<file path="config.mk">
export PLATFORM = sky130hd
export DESIGN_NAME = csr_file
export DESIGN_NICKNAME = d
export VERILOG_FILES = /design/src/logic/csr_pkg.sv /design/src/logic/csr_file.sv /design/src/logic/csr_counters.sv /design/src/logic/csr_trap_unit.sv /design/src/logic/csr_access.sv
export SDC_FILE = /design/constraint.sdc
export NUM_CORES = 1
export LEC_CHECK = 0
export BUFFER_PORTS_ARGS = -buffer_cell sky130_fd_sc_hd__clkbuf_2
export CORE_MARGIN = 10
export CORE_UTILIZATION = 45
export DETAILED_ROUTE_END_ITERATION = 7
export GPL_TIMING_DRIVEN = 0
export HOLD_SLACK_MARGIN = 0.08
export PLACE_DENSITY_LB_ADDON = 0.08
export REMOVE_ABC_BUFFERS = 1
export SYNTH_ARGS = -nofsm -noshare
export SYNTH_HDL_FRONTEND = slang
export SYNTH_SLANG_ARGS = --single-unit
</file>
<file path="constraint.sdc">
create_clock -name clk -period 6.1 [get_ports clk]
set_clock_uncertainty 0.15 [all_clocks]
set_input_delay 1.22 -clock clk [delete_from_list [all_inputs] [get_ports clk]]
set_output_delay 1.22 -clock clk [all_outputs]
set_load 0.005 [all_outputs]
</file>
<file path="src/logic/csr_pkg.sv">
package csr_pkg;

   // ==================================================
   // widths and base types
   // ==================================================
   localparam int XLEN       = 32;  // machine word
   localparam int ADDR_WIDTH = 12;  // csr address space

   typedef logic [XLEN-1:0]       xlen_t;      // one machine word
   typedef logic [2*XLEN-1:0]     counter_t;   // cycle / instret
   typedef logic [ADDR_WIDTH-1:0] csr_addr_t;
   typedef logic [2:0]            csr_cmd_t;   // bit 2 = access, bits 1:0 = write kind
   typedef logic [1:0]            prv_t;       // privilege level
   typedef logic [3:0]            cause_t;     // exception code field of mcause

   // ==================================================
   // command, privilege and cause codes
   // ==================================================
   localparam csr_cmd_t CMD_IDLE  = 3'd0;
   localparam csr_cmd_t CMD_READ  = 3'd4;
   localparam csr_cmd_t CMD_WRITE = 3'd5;
   localparam csr_cmd_t CMD_SET   = 3'd6;  // old | wdata
   localparam csr_cmd_t CMD_CLEAR = 3'd7;  // old & ~wdata

   localparam prv_t PRV_U = 2'd0;
   localparam prv_t PRV_M = 2'd3;

   localparam cause_t CAUSE_INST_MISALIGNED = 4'd0;  // mtval gets the pc
   localparam cause_t CAUSE_ILLEGAL_INST    = 4'd2;
   localparam cause_t CAUSE_BREAKPOINT      = 4'd3;  // plain exception here
   localparam cause_t CAUSE_ECALL_U         = 4'd8;
   localparam cause_t ICODE_TIMER           = 4'd7;  // recorded for any interrupt

   // ==================================================
   // csr addresses
   // ==================================================
   // machine trap setup / handling
   localparam csr_addr_t ADDR_MSTATUS  = 12'h300;
   localparam csr_addr_t ADDR_MISA     = 12'h301;
   localparam csr_addr_t ADDR_MIE      = 12'h304;
   localparam csr_addr_t ADDR_MTVEC    = 12'h305;
   localparam csr_addr_t ADDR_MSCRATCH = 12'h340;
   localparam csr_addr_t ADDR_MEPC     = 12'h341;
   localparam csr_addr_t ADDR_MCAUSE   = 12'h342;
   localparam csr_addr_t ADDR_MTVAL    = 12'h343;
   localparam csr_addr_t ADDR_MIP      = 12'h344;

   // identification, read-only region
   localparam csr_addr_t ADDR_MVENDORID = 12'hF11;
   localparam csr_addr_t ADDR_MARCHID   = 12'hF12;
   localparam csr_addr_t ADDR_MIMPID    = 12'hF13;
   localparam csr_addr_t ADDR_MHARTID   = 12'hF14;

   // machine counters, writable
   localparam csr_addr_t ADDR_MCYCLE    = 12'hB00;
   localparam csr_addr_t ADDR_MINSTRET  = 12'hB02;
   localparam csr_addr_t ADDR_MCYCLEH   = 12'hB80;
   localparam csr_addr_t ADDR_MINSTRETH = 12'hB82;

   // user shadows, read-only from the port
   localparam csr_addr_t ADDR_CYCLE     = 12'hC00;
   localparam csr_addr_t ADDR_INSTRET   = 12'hC02;
   localparam csr_addr_t ADDR_CYCLEH    = 12'hC80;
   localparam csr_addr_t ADDR_INSTRETH  = 12'hC82;

   // ==================================================
   // identification words
   // ==================================================
   // mxl = 1 (rv32), extensions i (bit 8) and u (bit 20)
   localparam xlen_t MISA_VALUE    = 32'h4010_0100;
   localparam xlen_t MARCHID_VALUE = 32'h8000_0001;  // msb set, rest nonzero
   localparam xlen_t MIMPID_VALUE  = 32'h0000_8000;  // first version

   // ==================================================
   // shared structs
   // ==================================================
   typedef struct packed {
      logic      en;    // write strobe, legal writes only
      csr_addr_t addr;
      xlen_t     data;  // final value after set / clear
   } csr_write_t;

   typedef struct packed {
      logic  hit;       // address decoded by this part
      xlen_t data;
   } csr_read_t;

   typedef struct packed {
      logic   exception;
      cause_t cause;
      xlen_t  pc;       // pc of the trapping instruction
      xlen_t  addr;     // faulting data address
      logic   eret;     // mret in execute
   } trap_event_t;

endpackage
</file>
<file path="src/logic/csr_file.sv">
`timescale 1ns/1ps

module csr_file #(
   parameter int             N_EXT_INTS  = 4,             // at most 24
   parameter csr_pkg::xlen_t MTVEC_RESET = 32'h8000_0000
) (
   input  logic                  clk,
   input  logic                  reset,
   // core side command port, one access per cycle
   input  csr_pkg::csr_addr_t    addr,
   input  csr_pkg::csr_cmd_t     cmd,
   input  csr_pkg::xlen_t        wdata,
   output csr_pkg::xlen_t        rdata,
   output logic                  illegal_access,
   output csr_pkg::prv_t         prv,
   // interrupts and traps
   input  logic [N_EXT_INTS-1:0] ext_interrupts,
   input  csr_pkg::trap_event_t  trap,
   input  logic                  retire,
   output csr_pkg::xlen_t        handler_pc,
   output csr_pkg::xlen_t        epc,
   output logic                  interrupt_pending,
   output logic                  interrupt_taken
);

   csr_pkg::csr_write_t wr;       // shared write bus
   csr_pkg::csr_read_t  trap_rd;
   csr_pkg::csr_read_t  cnt_rd;

   csr_access u_access (
      .addr           (addr),
      .cmd            (cmd),
      .wdata          (wdata),
      .trap_rd        (trap_rd),
      .cnt_rd         (cnt_rd),
      .prv            (prv),
      .wr             (wr),
      .rdata          (rdata),
      .illegal_access (illegal_access)
   );

   csr_trap_unit #(
      .N_EXT_INTS  (N_EXT_INTS),
      .MTVEC_RESET (MTVEC_RESET)
   ) u_trap (
      .clk               (clk),
      .reset             (reset),
      .wr                (wr),
      .addr              (addr),
      .rd                (trap_rd),
      .ext_interrupts    (ext_interrupts),
      .trap              (trap),
      .prv               (prv),
      .handler_pc        (handler_pc),
      .epc               (epc),
      .interrupt_pending (interrupt_pending),
      .interrupt_taken   (interrupt_taken)
   );

   csr_counters u_counters (
      .clk    (clk),
      .reset  (reset),
      .wr     (wr),
      .addr   (addr),
      .rd     (cnt_rd),
      .retire (retire)
   );

endmodule

</file>
<file path="src/logic/csr_counters.sv">
`timescale 1ns/1ps

module csr_counters (
   input  logic                clk,
   input  logic                reset,
   input  csr_pkg::csr_write_t wr,
   input  csr_pkg::csr_addr_t  addr,
   output csr_pkg::csr_read_t  rd,
   input  logic                retire   // one pulse per completed instruction
);

   csr_pkg::counter_t cycle_q;
   csr_pkg::counter_t instret_q;

   logic cyc_lo, cyc_hi;   // write strobes per half
   logic ret_lo, ret_hi;

   // next value of one counter, a write beats the increment
   function automatic csr_pkg::counter_t step(input csr_pkg::counter_t cur,
                                              input logic inc,
                                              input logic wr_lo,
                                              input logic wr_hi,
                                              input csr_pkg::xlen_t d);
      csr_pkg::counter_t nxt;
      nxt = cur;
      if (wr_lo)
         nxt[31:0] = d;
      else if (wr_hi)
         nxt[63:32] = d;   // low half holds
      else if (inc)
         nxt = cur + 64'd1;
      return nxt;
   endfunction

   // user shadows also decode, the access check keeps them read-only
   assign cyc_lo = wr.en && (wr.addr == csr_pkg::ADDR_MCYCLE || wr.addr == csr_pkg::ADDR_CYCLE);
   assign cyc_hi = wr.en && (wr.addr == csr_pkg::ADDR_MCYCLEH || wr.addr == csr_pkg::ADDR_CYCLEH);
   assign ret_lo = wr.en && (wr.addr == csr_pkg::ADDR_MINSTRET ||
                             wr.addr == csr_pkg::ADDR_INSTRET);
   assign ret_hi = wr.en && (wr.addr == csr_pkg::ADDR_MINSTRETH ||
                             wr.addr == csr_pkg::ADDR_INSTRETH);

   always_ff @(posedge clk) begin
      if (reset) begin
         cycle_q   <= '0;
         instret_q <= '0;
      end else begin
         cycle_q   <= step(cycle_q, 1'b1, cyc_lo, cyc_hi, wr.data);    // free running
         instret_q <= step(instret_q, retire, ret_lo, ret_hi, wr.data);
      end
   end

   always_comb begin
      rd.hit  = 1'b1;
      rd.data = '0;
      case (addr)
         csr_pkg::ADDR_CYCLE,    csr_pkg::ADDR_MCYCLE:    rd.data = cycle_q[31:0];
         csr_pkg::ADDR_CYCLEH,   csr_pkg::ADDR_MCYCLEH:   rd.data = cycle_q[63:32];
         csr_pkg::ADDR_INSTRET,  csr_pkg::ADDR_MINSTRET:  rd.data = instret_q[31:0];
         csr_pkg::ADDR_INSTRETH, csr_pkg::ADDR_MINSTRETH: rd.data = instret_q[63:32];
         default:                                         rd.hit  = 1'b0;
      endcase
   end

endmodule

</file>
<file path="src/logic/csr_trap_unit.sv">
`timescale 1ns/1ps

module csr_trap_unit #(
   parameter int             N_EXT_INTS  = 4,
   parameter csr_pkg::xlen_t MTVEC_RESET = 32'h8000_0000
) (
   input  logic                   clk,
   input  logic                   reset,
   input  csr_pkg::csr_write_t    wr,              // from csr_access
   input  csr_pkg::csr_addr_t     addr,            // read address of the port
   output csr_pkg::csr_read_t     rd,
   input  logic [N_EXT_INTS-1:0]  ext_interrupts,
   input  csr_pkg::trap_event_t   trap,
   output csr_pkg::prv_t          prv,
   output csr_pkg::xlen_t         handler_pc,
   output csr_pkg::xlen_t         epc,
   output logic                   interrupt_pending,
   output logic                   interrupt_taken
);

   csr_pkg::prv_t   mode;        // current privilege
   logic [7:0]      priv_stack;  // mstatus low byte, pushed / popped by nibble
   csr_pkg::xlen_t  mtvec;
   csr_pkg::xlen_t  mie;
   logic            mtip;        // software visible pending bits
   logic            msip;
   csr_pkg::xlen_t  mscratch;
   csr_pkg::xlen_t  mepc;
   logic            mint;        // mcause interrupt bit
   csr_pkg::cause_t mecode;
   csr_pkg::xlen_t  mtval;

   csr_pkg::xlen_t  mstatus;
   csr_pkg::xlen_t  mip;
   csr_pkg::xlen_t  mcause;
   csr_pkg::xlen_t  pc_aligned;
   logic            any_enabled;

   // write strobe for one register
   function automatic logic wr_to(input csr_pkg::csr_addr_t a);
      return wr.en && (wr.addr == a);
   endfunction

   // ==================================================
   // interrupt decision
   // ==================================================
   always_comb begin
      mip = '0;
      mip[3] = msip;
      mip[7] = mtip;
      mip[8 +: N_EXT_INTS] = ext_interrupts;  // external lines from bit 8 up
   end

   assign any_enabled       = |(mie & mip);
   assign interrupt_pending = |mip;  // masked or not
   // user mode always takes, machine mode needs mie in the stack
   assign interrupt_taken   = (mode == csr_pkg::PRV_U) ? any_enabled
                                                      : (any_enabled && priv_stack[3]);

   assign pc_aligned = {trap.pc[31:2], 2'b00};
   assign mstatus    = {24'b0, priv_stack};
   assign mcause     = {mint, 27'b0, mecode};
   assign prv        = mode;
   assign handler_pc = mtvec;  // single vector for all traps
   assign epc        = mepc;

   // ==================================================
   // privilege and stack
   // ==================================================
   always_ff @(posedge clk) begin
      if (reset) begin
         mode       <= csr_pkg::PRV_M;  // start in machine mode
         priv_stack <= 8'h00;           // interrupts off
      end else begin
         if (interrupt_taken || trap.exception)
            mode <= csr_pkg::PRV_M;
         else if (trap.eret)
            mode <= csr_pkg::PRV_U;     // mret only goes back to user

         if (wr_to(csr_pkg::ADDR_MSTATUS))
            priv_stack <= wr.data[7:0];
         else if (interrupt_taken || trap.exception)
            priv_stack <= {priv_stack[3:0], 4'h0};  // push
         else if (trap.eret)
            priv_stack <= {4'h0, priv_stack[7:4]};  // pop
      end
   end

   // ==================================================
   // trap registers
   // ==================================================
   always_ff @(posedge clk) begin
      if (reset) begin
         mtvec  <= MTVEC_RESET;
         mie    <= '0;
         mtip   <= 1'b0;
         msip   <= 1'b0;
         mepc   <= '0;
         mint   <= 1'b0;
         mecode <= '0;
         mtval  <= '0;
      end else begin
         if (wr_to(csr_pkg::ADDR_MTVEC))
            mtvec <= {wr.data[31:2], 2'b00};  // direct mode only
         if (wr_to(csr_pkg::ADDR_MIE))
            mie <= wr.data;
         if (wr_to(csr_pkg::ADDR_MIP)) begin
            mtip <= wr.data[7];
            msip <= wr.data[3];
         end

         if (wr_to(csr_pkg::ADDR_MEPC))
            mepc <= {wr.data[31:2], 2'b00};
         else if (interrupt_taken)
            mepc <= pc_aligned + 32'd4;  // resume after the interrupted one
         else if (trap.exception)
            mepc <= pc_aligned;          // retry the faulting one

         if (wr_to(csr_pkg::ADDR_MCAUSE)) begin
            mint   <= wr.data[31];
            mecode <= wr.data[3:0];
         end else if (interrupt_taken) begin
            mint   <= 1'b1;
            mecode <= csr_pkg::ICODE_TIMER;
         end else if (trap.exception) begin
            mint   <= 1'b0;
            mecode <= trap.cause;
         end

         // an interrupt in the same cycle leaves mtval alone
         if (wr_to(csr_pkg::ADDR_MTVAL))
            mtval <= wr.data;
         else if (trap.exception && !interrupt_taken)
            mtval <= (trap.cause == csr_pkg::CAUSE_INST_MISALIGNED) ? trap.pc : trap.addr;
      end
   end

   always_ff @(posedge clk) begin
      if (wr_to(csr_pkg::ADDR_MSCRATCH))
         mscratch <= wr.data;  // handler scratch word
   end

   // ==================================================
   // read decode
   // ==================================================
   always_comb begin
      rd.hit  = 1'b1;
      rd.data = '0;
      case (addr)
         csr_pkg::ADDR_MSTATUS:   rd.data = mstatus;
         csr_pkg::ADDR_MISA:      rd.data = csr_pkg::MISA_VALUE;
         csr_pkg::ADDR_MIE:       rd.data = mie;
         csr_pkg::ADDR_MTVEC:     rd.data = mtvec;
         csr_pkg::ADDR_MSCRATCH:  rd.data = mscratch;
         csr_pkg::ADDR_MEPC:      rd.data = mepc;
         csr_pkg::ADDR_MCAUSE:    rd.data = mcause;
         csr_pkg::ADDR_MTVAL:     rd.data = mtval;
         csr_pkg::ADDR_MIP:       rd.data = mip;
         csr_pkg::ADDR_MVENDORID: rd.data = '0;  // non-commercial
         csr_pkg::ADDR_MARCHID:   rd.data = csr_pkg::MARCHID_VALUE;
         csr_pkg::ADDR_MIMPID:    rd.data = csr_pkg::MIMPID_VALUE;
         csr_pkg::ADDR_MHARTID:   rd.data = '0;  // single hart
         default:                 rd.hit  = 1'b0;
      endcase
   end

endmodule

</file>
<file path="src/logic/csr_access.sv">
`timescale 1ns/1ps

module csr_access (
   input  csr_pkg::csr_addr_t  addr,
   input  csr_pkg::csr_cmd_t   cmd,
   input  csr_pkg::xlen_t      wdata,
   input  csr_pkg::csr_read_t  trap_rd,   // trap unit decode
   input  csr_pkg::csr_read_t  cnt_rd,    // counter decode
   input  csr_pkg::prv_t       prv,
   output csr_pkg::csr_write_t wr,
   output csr_pkg::xlen_t      rdata,
   output logic                illegal_access
);

   logic access;       // any command but idle
   logic writes;       // write, set or clear
   logic defined;      // some part decoded the address
   logic ro_region;
   logic prv_too_low;
   csr_pkg::xlen_t old_value;

   // ==================================================
   // command decode and legality
   // ==================================================
   assign access  = cmd[2];
   assign writes  = cmd[2] && (cmd[1] || cmd[0]);
   assign defined = trap_rd.hit || cnt_rd.hit;  // at most one part hits

   assign ro_region   = writes && (addr[11:10] == 2'b11);  // 0xC00 and up
   assign prv_too_low = access && (addr[9:8] > prv);       // bits 9:8 give the needed level

   assign illegal_access = ro_region || prv_too_low || (access && !defined);

   // ==================================================
   // read merge
   // ==================================================
   assign old_value = trap_rd.hit ? trap_rd.data : cnt_rd.data;
   assign rdata     = old_value;  // zero on a miss

   // ==================================================
   // write data
   // ==================================================
   always_comb begin
      wr.en   = writes && !illegal_access;  // illegal accesses change nothing
      wr.addr = addr;
      case (cmd)
         csr_pkg::CMD_SET:   wr.data = old_value | wdata;
         csr_pkg::CMD_CLEAR: wr.data = old_value & ~wdata;
         default:            wr.data = wdata;  // plain write
      endcase
   end

endmodule

</file>
==> impl_metrics.json <==
{
  "vias_per_cell": 6.67,
  "slew_headroom": -0.0676,
  "async_flop_share": 0,
  "p_sw_mw": 1.32,
  "power_frac_comb": 0.106,
  "synth_cell_type_count": 87,
  "wl_um": 88100,
  "fp.dieH_um": 226,
  "core-area_um2": 41900,
  "fillCellCount": 4028,
  "worst_pin_slew_ps": 1590,
  "startpoint": "addr[1]",
  "cts_buffers": 37,
  "holdWs_ps": 300,
  "end_kind": "primary output",
  "grt_pass1_vias": 19500,
  "drc": 0,
  "cp_data_required_time_ps": 4730,
  "hp-class": "reg2reg",
  "fin_nets": 2755,
  "synth_area_um2": 19100,
  "power_mw": 4.87,
  "p_clk_frac": 0.471,
  "crit_fanout": 38,
  "clockBufferDepth": 3,
  "syn_area_per_cell_um2": 7.63,
  "hp-start": "u_trap.mie[16]",
  "track_usage": 0.332,
  "cts-root-buf": "clkbuf_16",
  "maxCapViolCount": 3,
  "clock_latency_ps": 570,
  "p_sw_frac": 0.270,
  "yosysWarnings": 0,
  "synth_edf_count": 32,
  "dr.pass1.iters": 6,
  "grt_max_degree": 91,
  "synthFlopType": "dfxtp_1",
  "die_w_um": 226,
  "synthCells": 2507,
  "grt_overflow": 0,
  "portBuffers": 220,
  "grt_pass1_wl_um": 129000,
  "pwr-share-seq": 0.424,
  "cts_tree": "yes",
  "internal_power_mw": 3.55,
  "holdBufCountCts": 0,
  "p_leak_nw": 8.15,
  "final_area_um2": 22200,
  "clock_sinks": 300,
  "rsz0062_at_grt": "no",
  "holdPathStages": 2,
  "dieArea_um2": 51100,
  "drv_slew": 20,
  "yosys.area.top_type": "dfxtp_1",
  "r2r.worst_path.cells": 8,
  "antenna_found_initial": 0,
  "initial_utilization": 0.456,
  "yosysSeqAreaShare": 0.331,
  "crit_type": "in2out",
  "finalHoldViolCount": 0,
  "rows": 75,
  "power_per_cell_area_nw_per_um2": 219,
  "hpwl_um": 63500,
  "period_needed_ps": 6100,
  "num_vias": 21300,
  "htree_levels": 2,
  "max_freq_mhz": 164,
  "path_clk_slew_ps": 60,
  "setup_viol": 0,
  "arrival_ps": 4730,
  "place_congestion": 0.971,
  "vdd_drop_max_mv": 0.183,
  "drive_above_1_share": 0.169,
  "fin_util": 0.530,
  "yosysTopAreaCellShare": 0.281,
  "diodes": 0,
  "synth-seq-cells": 300,
  "io_pins": 225,
  "first_iter_violations": 3023,
  "synth_area_leaders": "dfxtp_1, nand2_1, a21oi_1",
  "avgRoutedWirePerCell_um": 27.6,
  "dpl_cell_area_um2": 20900,
  "startpoint_type": "input pin",
  "drtAntennaViolNets": 0,
  "finalCritPeriodShare": 0.999,
  "status": "finished, violations left",
  "syn_to_final_growth_pct": 16.3,
  "timing.rr.start": "u_trap.prv[0]",
  "violations": "max-capacitance violations, max-slew violations"
}
[power by group through the flow]
stage	sequential (mW)	clock (mW)	combinational [mW]
3_5_place_dp	2.10	0	0.495
4_1_cts	2.06	2.30	0.496
6_report	2.06	2.29	0.515
3_3_place_gp	2.10	0	0.474
2_1_floorplan	2.09	0	0.214
5_1_grt	2.06	2.37	0.539
[path summary, 6_finish.rpt]
path                                         to  slack (ps)
worst min-delay path             u_trap.mie[16]         300
worst min register to register   u_trap.mie[16]         300
worst max register to register  u_trap.mtval[1]        1870
worst max-delay path                   rdata[5]           4
[layout by cell type (no fill, tap or decap), types with 61 or more instances in the layout]
master	synthesis	final
a21oi_1	250	249
nand3_1	110	107
nand2_1	412	410
nor2_1	205	203
o21ai_0	70	70
clkbuf_2	1	218
nand4_1	61	61
mux2i_1	109	109
nor3_1	77	73
dfxtp_1	268	268
[Yosys cell counts, types with 7 or more instances]
cell	n
nor4_1	40
o31ai_2	26
a221oi_1	8
a211oi_1	54
o211ai_1	41
buf_1	16
nor2_1	205
buf_4	7
o21ai_0	70
nor2b_1	9
a31oi_1	41
xor2_1	29
o22ai_1	23
o21a_1	8
a2111oi_0	9
a211o_1	15
and4_1	17
dfxtp_1	268
mux2i_1	109
or4_1	10
buf_2	30
xnor2_1	49
mux2_2	30
edfxtp_1	32
a22oi_1	49
and2_1	13
nand4_1	61
and3_1	30
nor3b_1	7
nor3_1	77
nand3_1	110
or3_1	14
nand2_1	412
a22o_1	9
clkbuf_1	142
a21oi_1	250
inv_1	54
[stage by stage]
stage          setup TNS (ps)  setup WS, ps  instances
2_1_floorplan          -88500         -2060       2314
3_3_place_gp         -1365370         -9300       3073
3_5_place_dp            -53.9         -41.3       3120
4_1_cts                     0          13.2       3187
5_1_grt                     0          24.9       3193
6_report                    0          4.25       3193
[cells by family after synthesis]
group	after synthesis	share of synthesized area
AOI/OAI and AO/OA	670	0.232
xor gates and xnor gates	78	0.0357
adders and majority gates	5	0.00327
muxes	140	0.0759
other	1	0.000196
and+or+nand+nor	1063	0.270
buffers and inverters	250	0.0525
DFF	300	0.331
[critical path: stages]
cell,delay [ps]
clkbuf_2,610
nor4_4,870
buf_6,310
o211ai_1,370
buf_4,320
o22ai_1,480
a2111oi_0,150
clkbuf_2,200
inv_1,60
clkbuf_2,100
[registers in the layout, summed over array words and instances (netlist names), 4 cells and up]
signal	flops
u_trap.mecode	4
u_counters.instret_q	64
u_trap.mscratch	32
u_trap.priv_stack	8
u_trap.handler_pc	30
u_trap.epc	30
u_counters.cycle_q	64
u_trap.mie	32
u_trap.mtval	32
[cell type report]
class	count	area, um2	share of cell area
tap	539	674	0.0303
clock buffer	55	1130	0.0507
inverter	54	203	0.00912
sequential	300	6330	0.285
multi-input combinational	1960	12000	0.541
clock inverter	12	116	0.00524
timing repair buffer	273	1760	0.0794
[timing repair]
item | CTS | global route
gates resized for setup | 0 | 1
setup buffers | 0 | 3
setup endpoints to repair | 0 | 3
[layer usage]
metal	vias to the layer above	global-route usage	part of all wire
met5	-	0	0
met4	0	0.152	0.049
met2	1392	0.499	0.43
met3	236	0.0719	0.12
li1	9432	-	-
met1	10300	0.446	0.41
No activity file was read; power rests on OpenSTA's default activity.
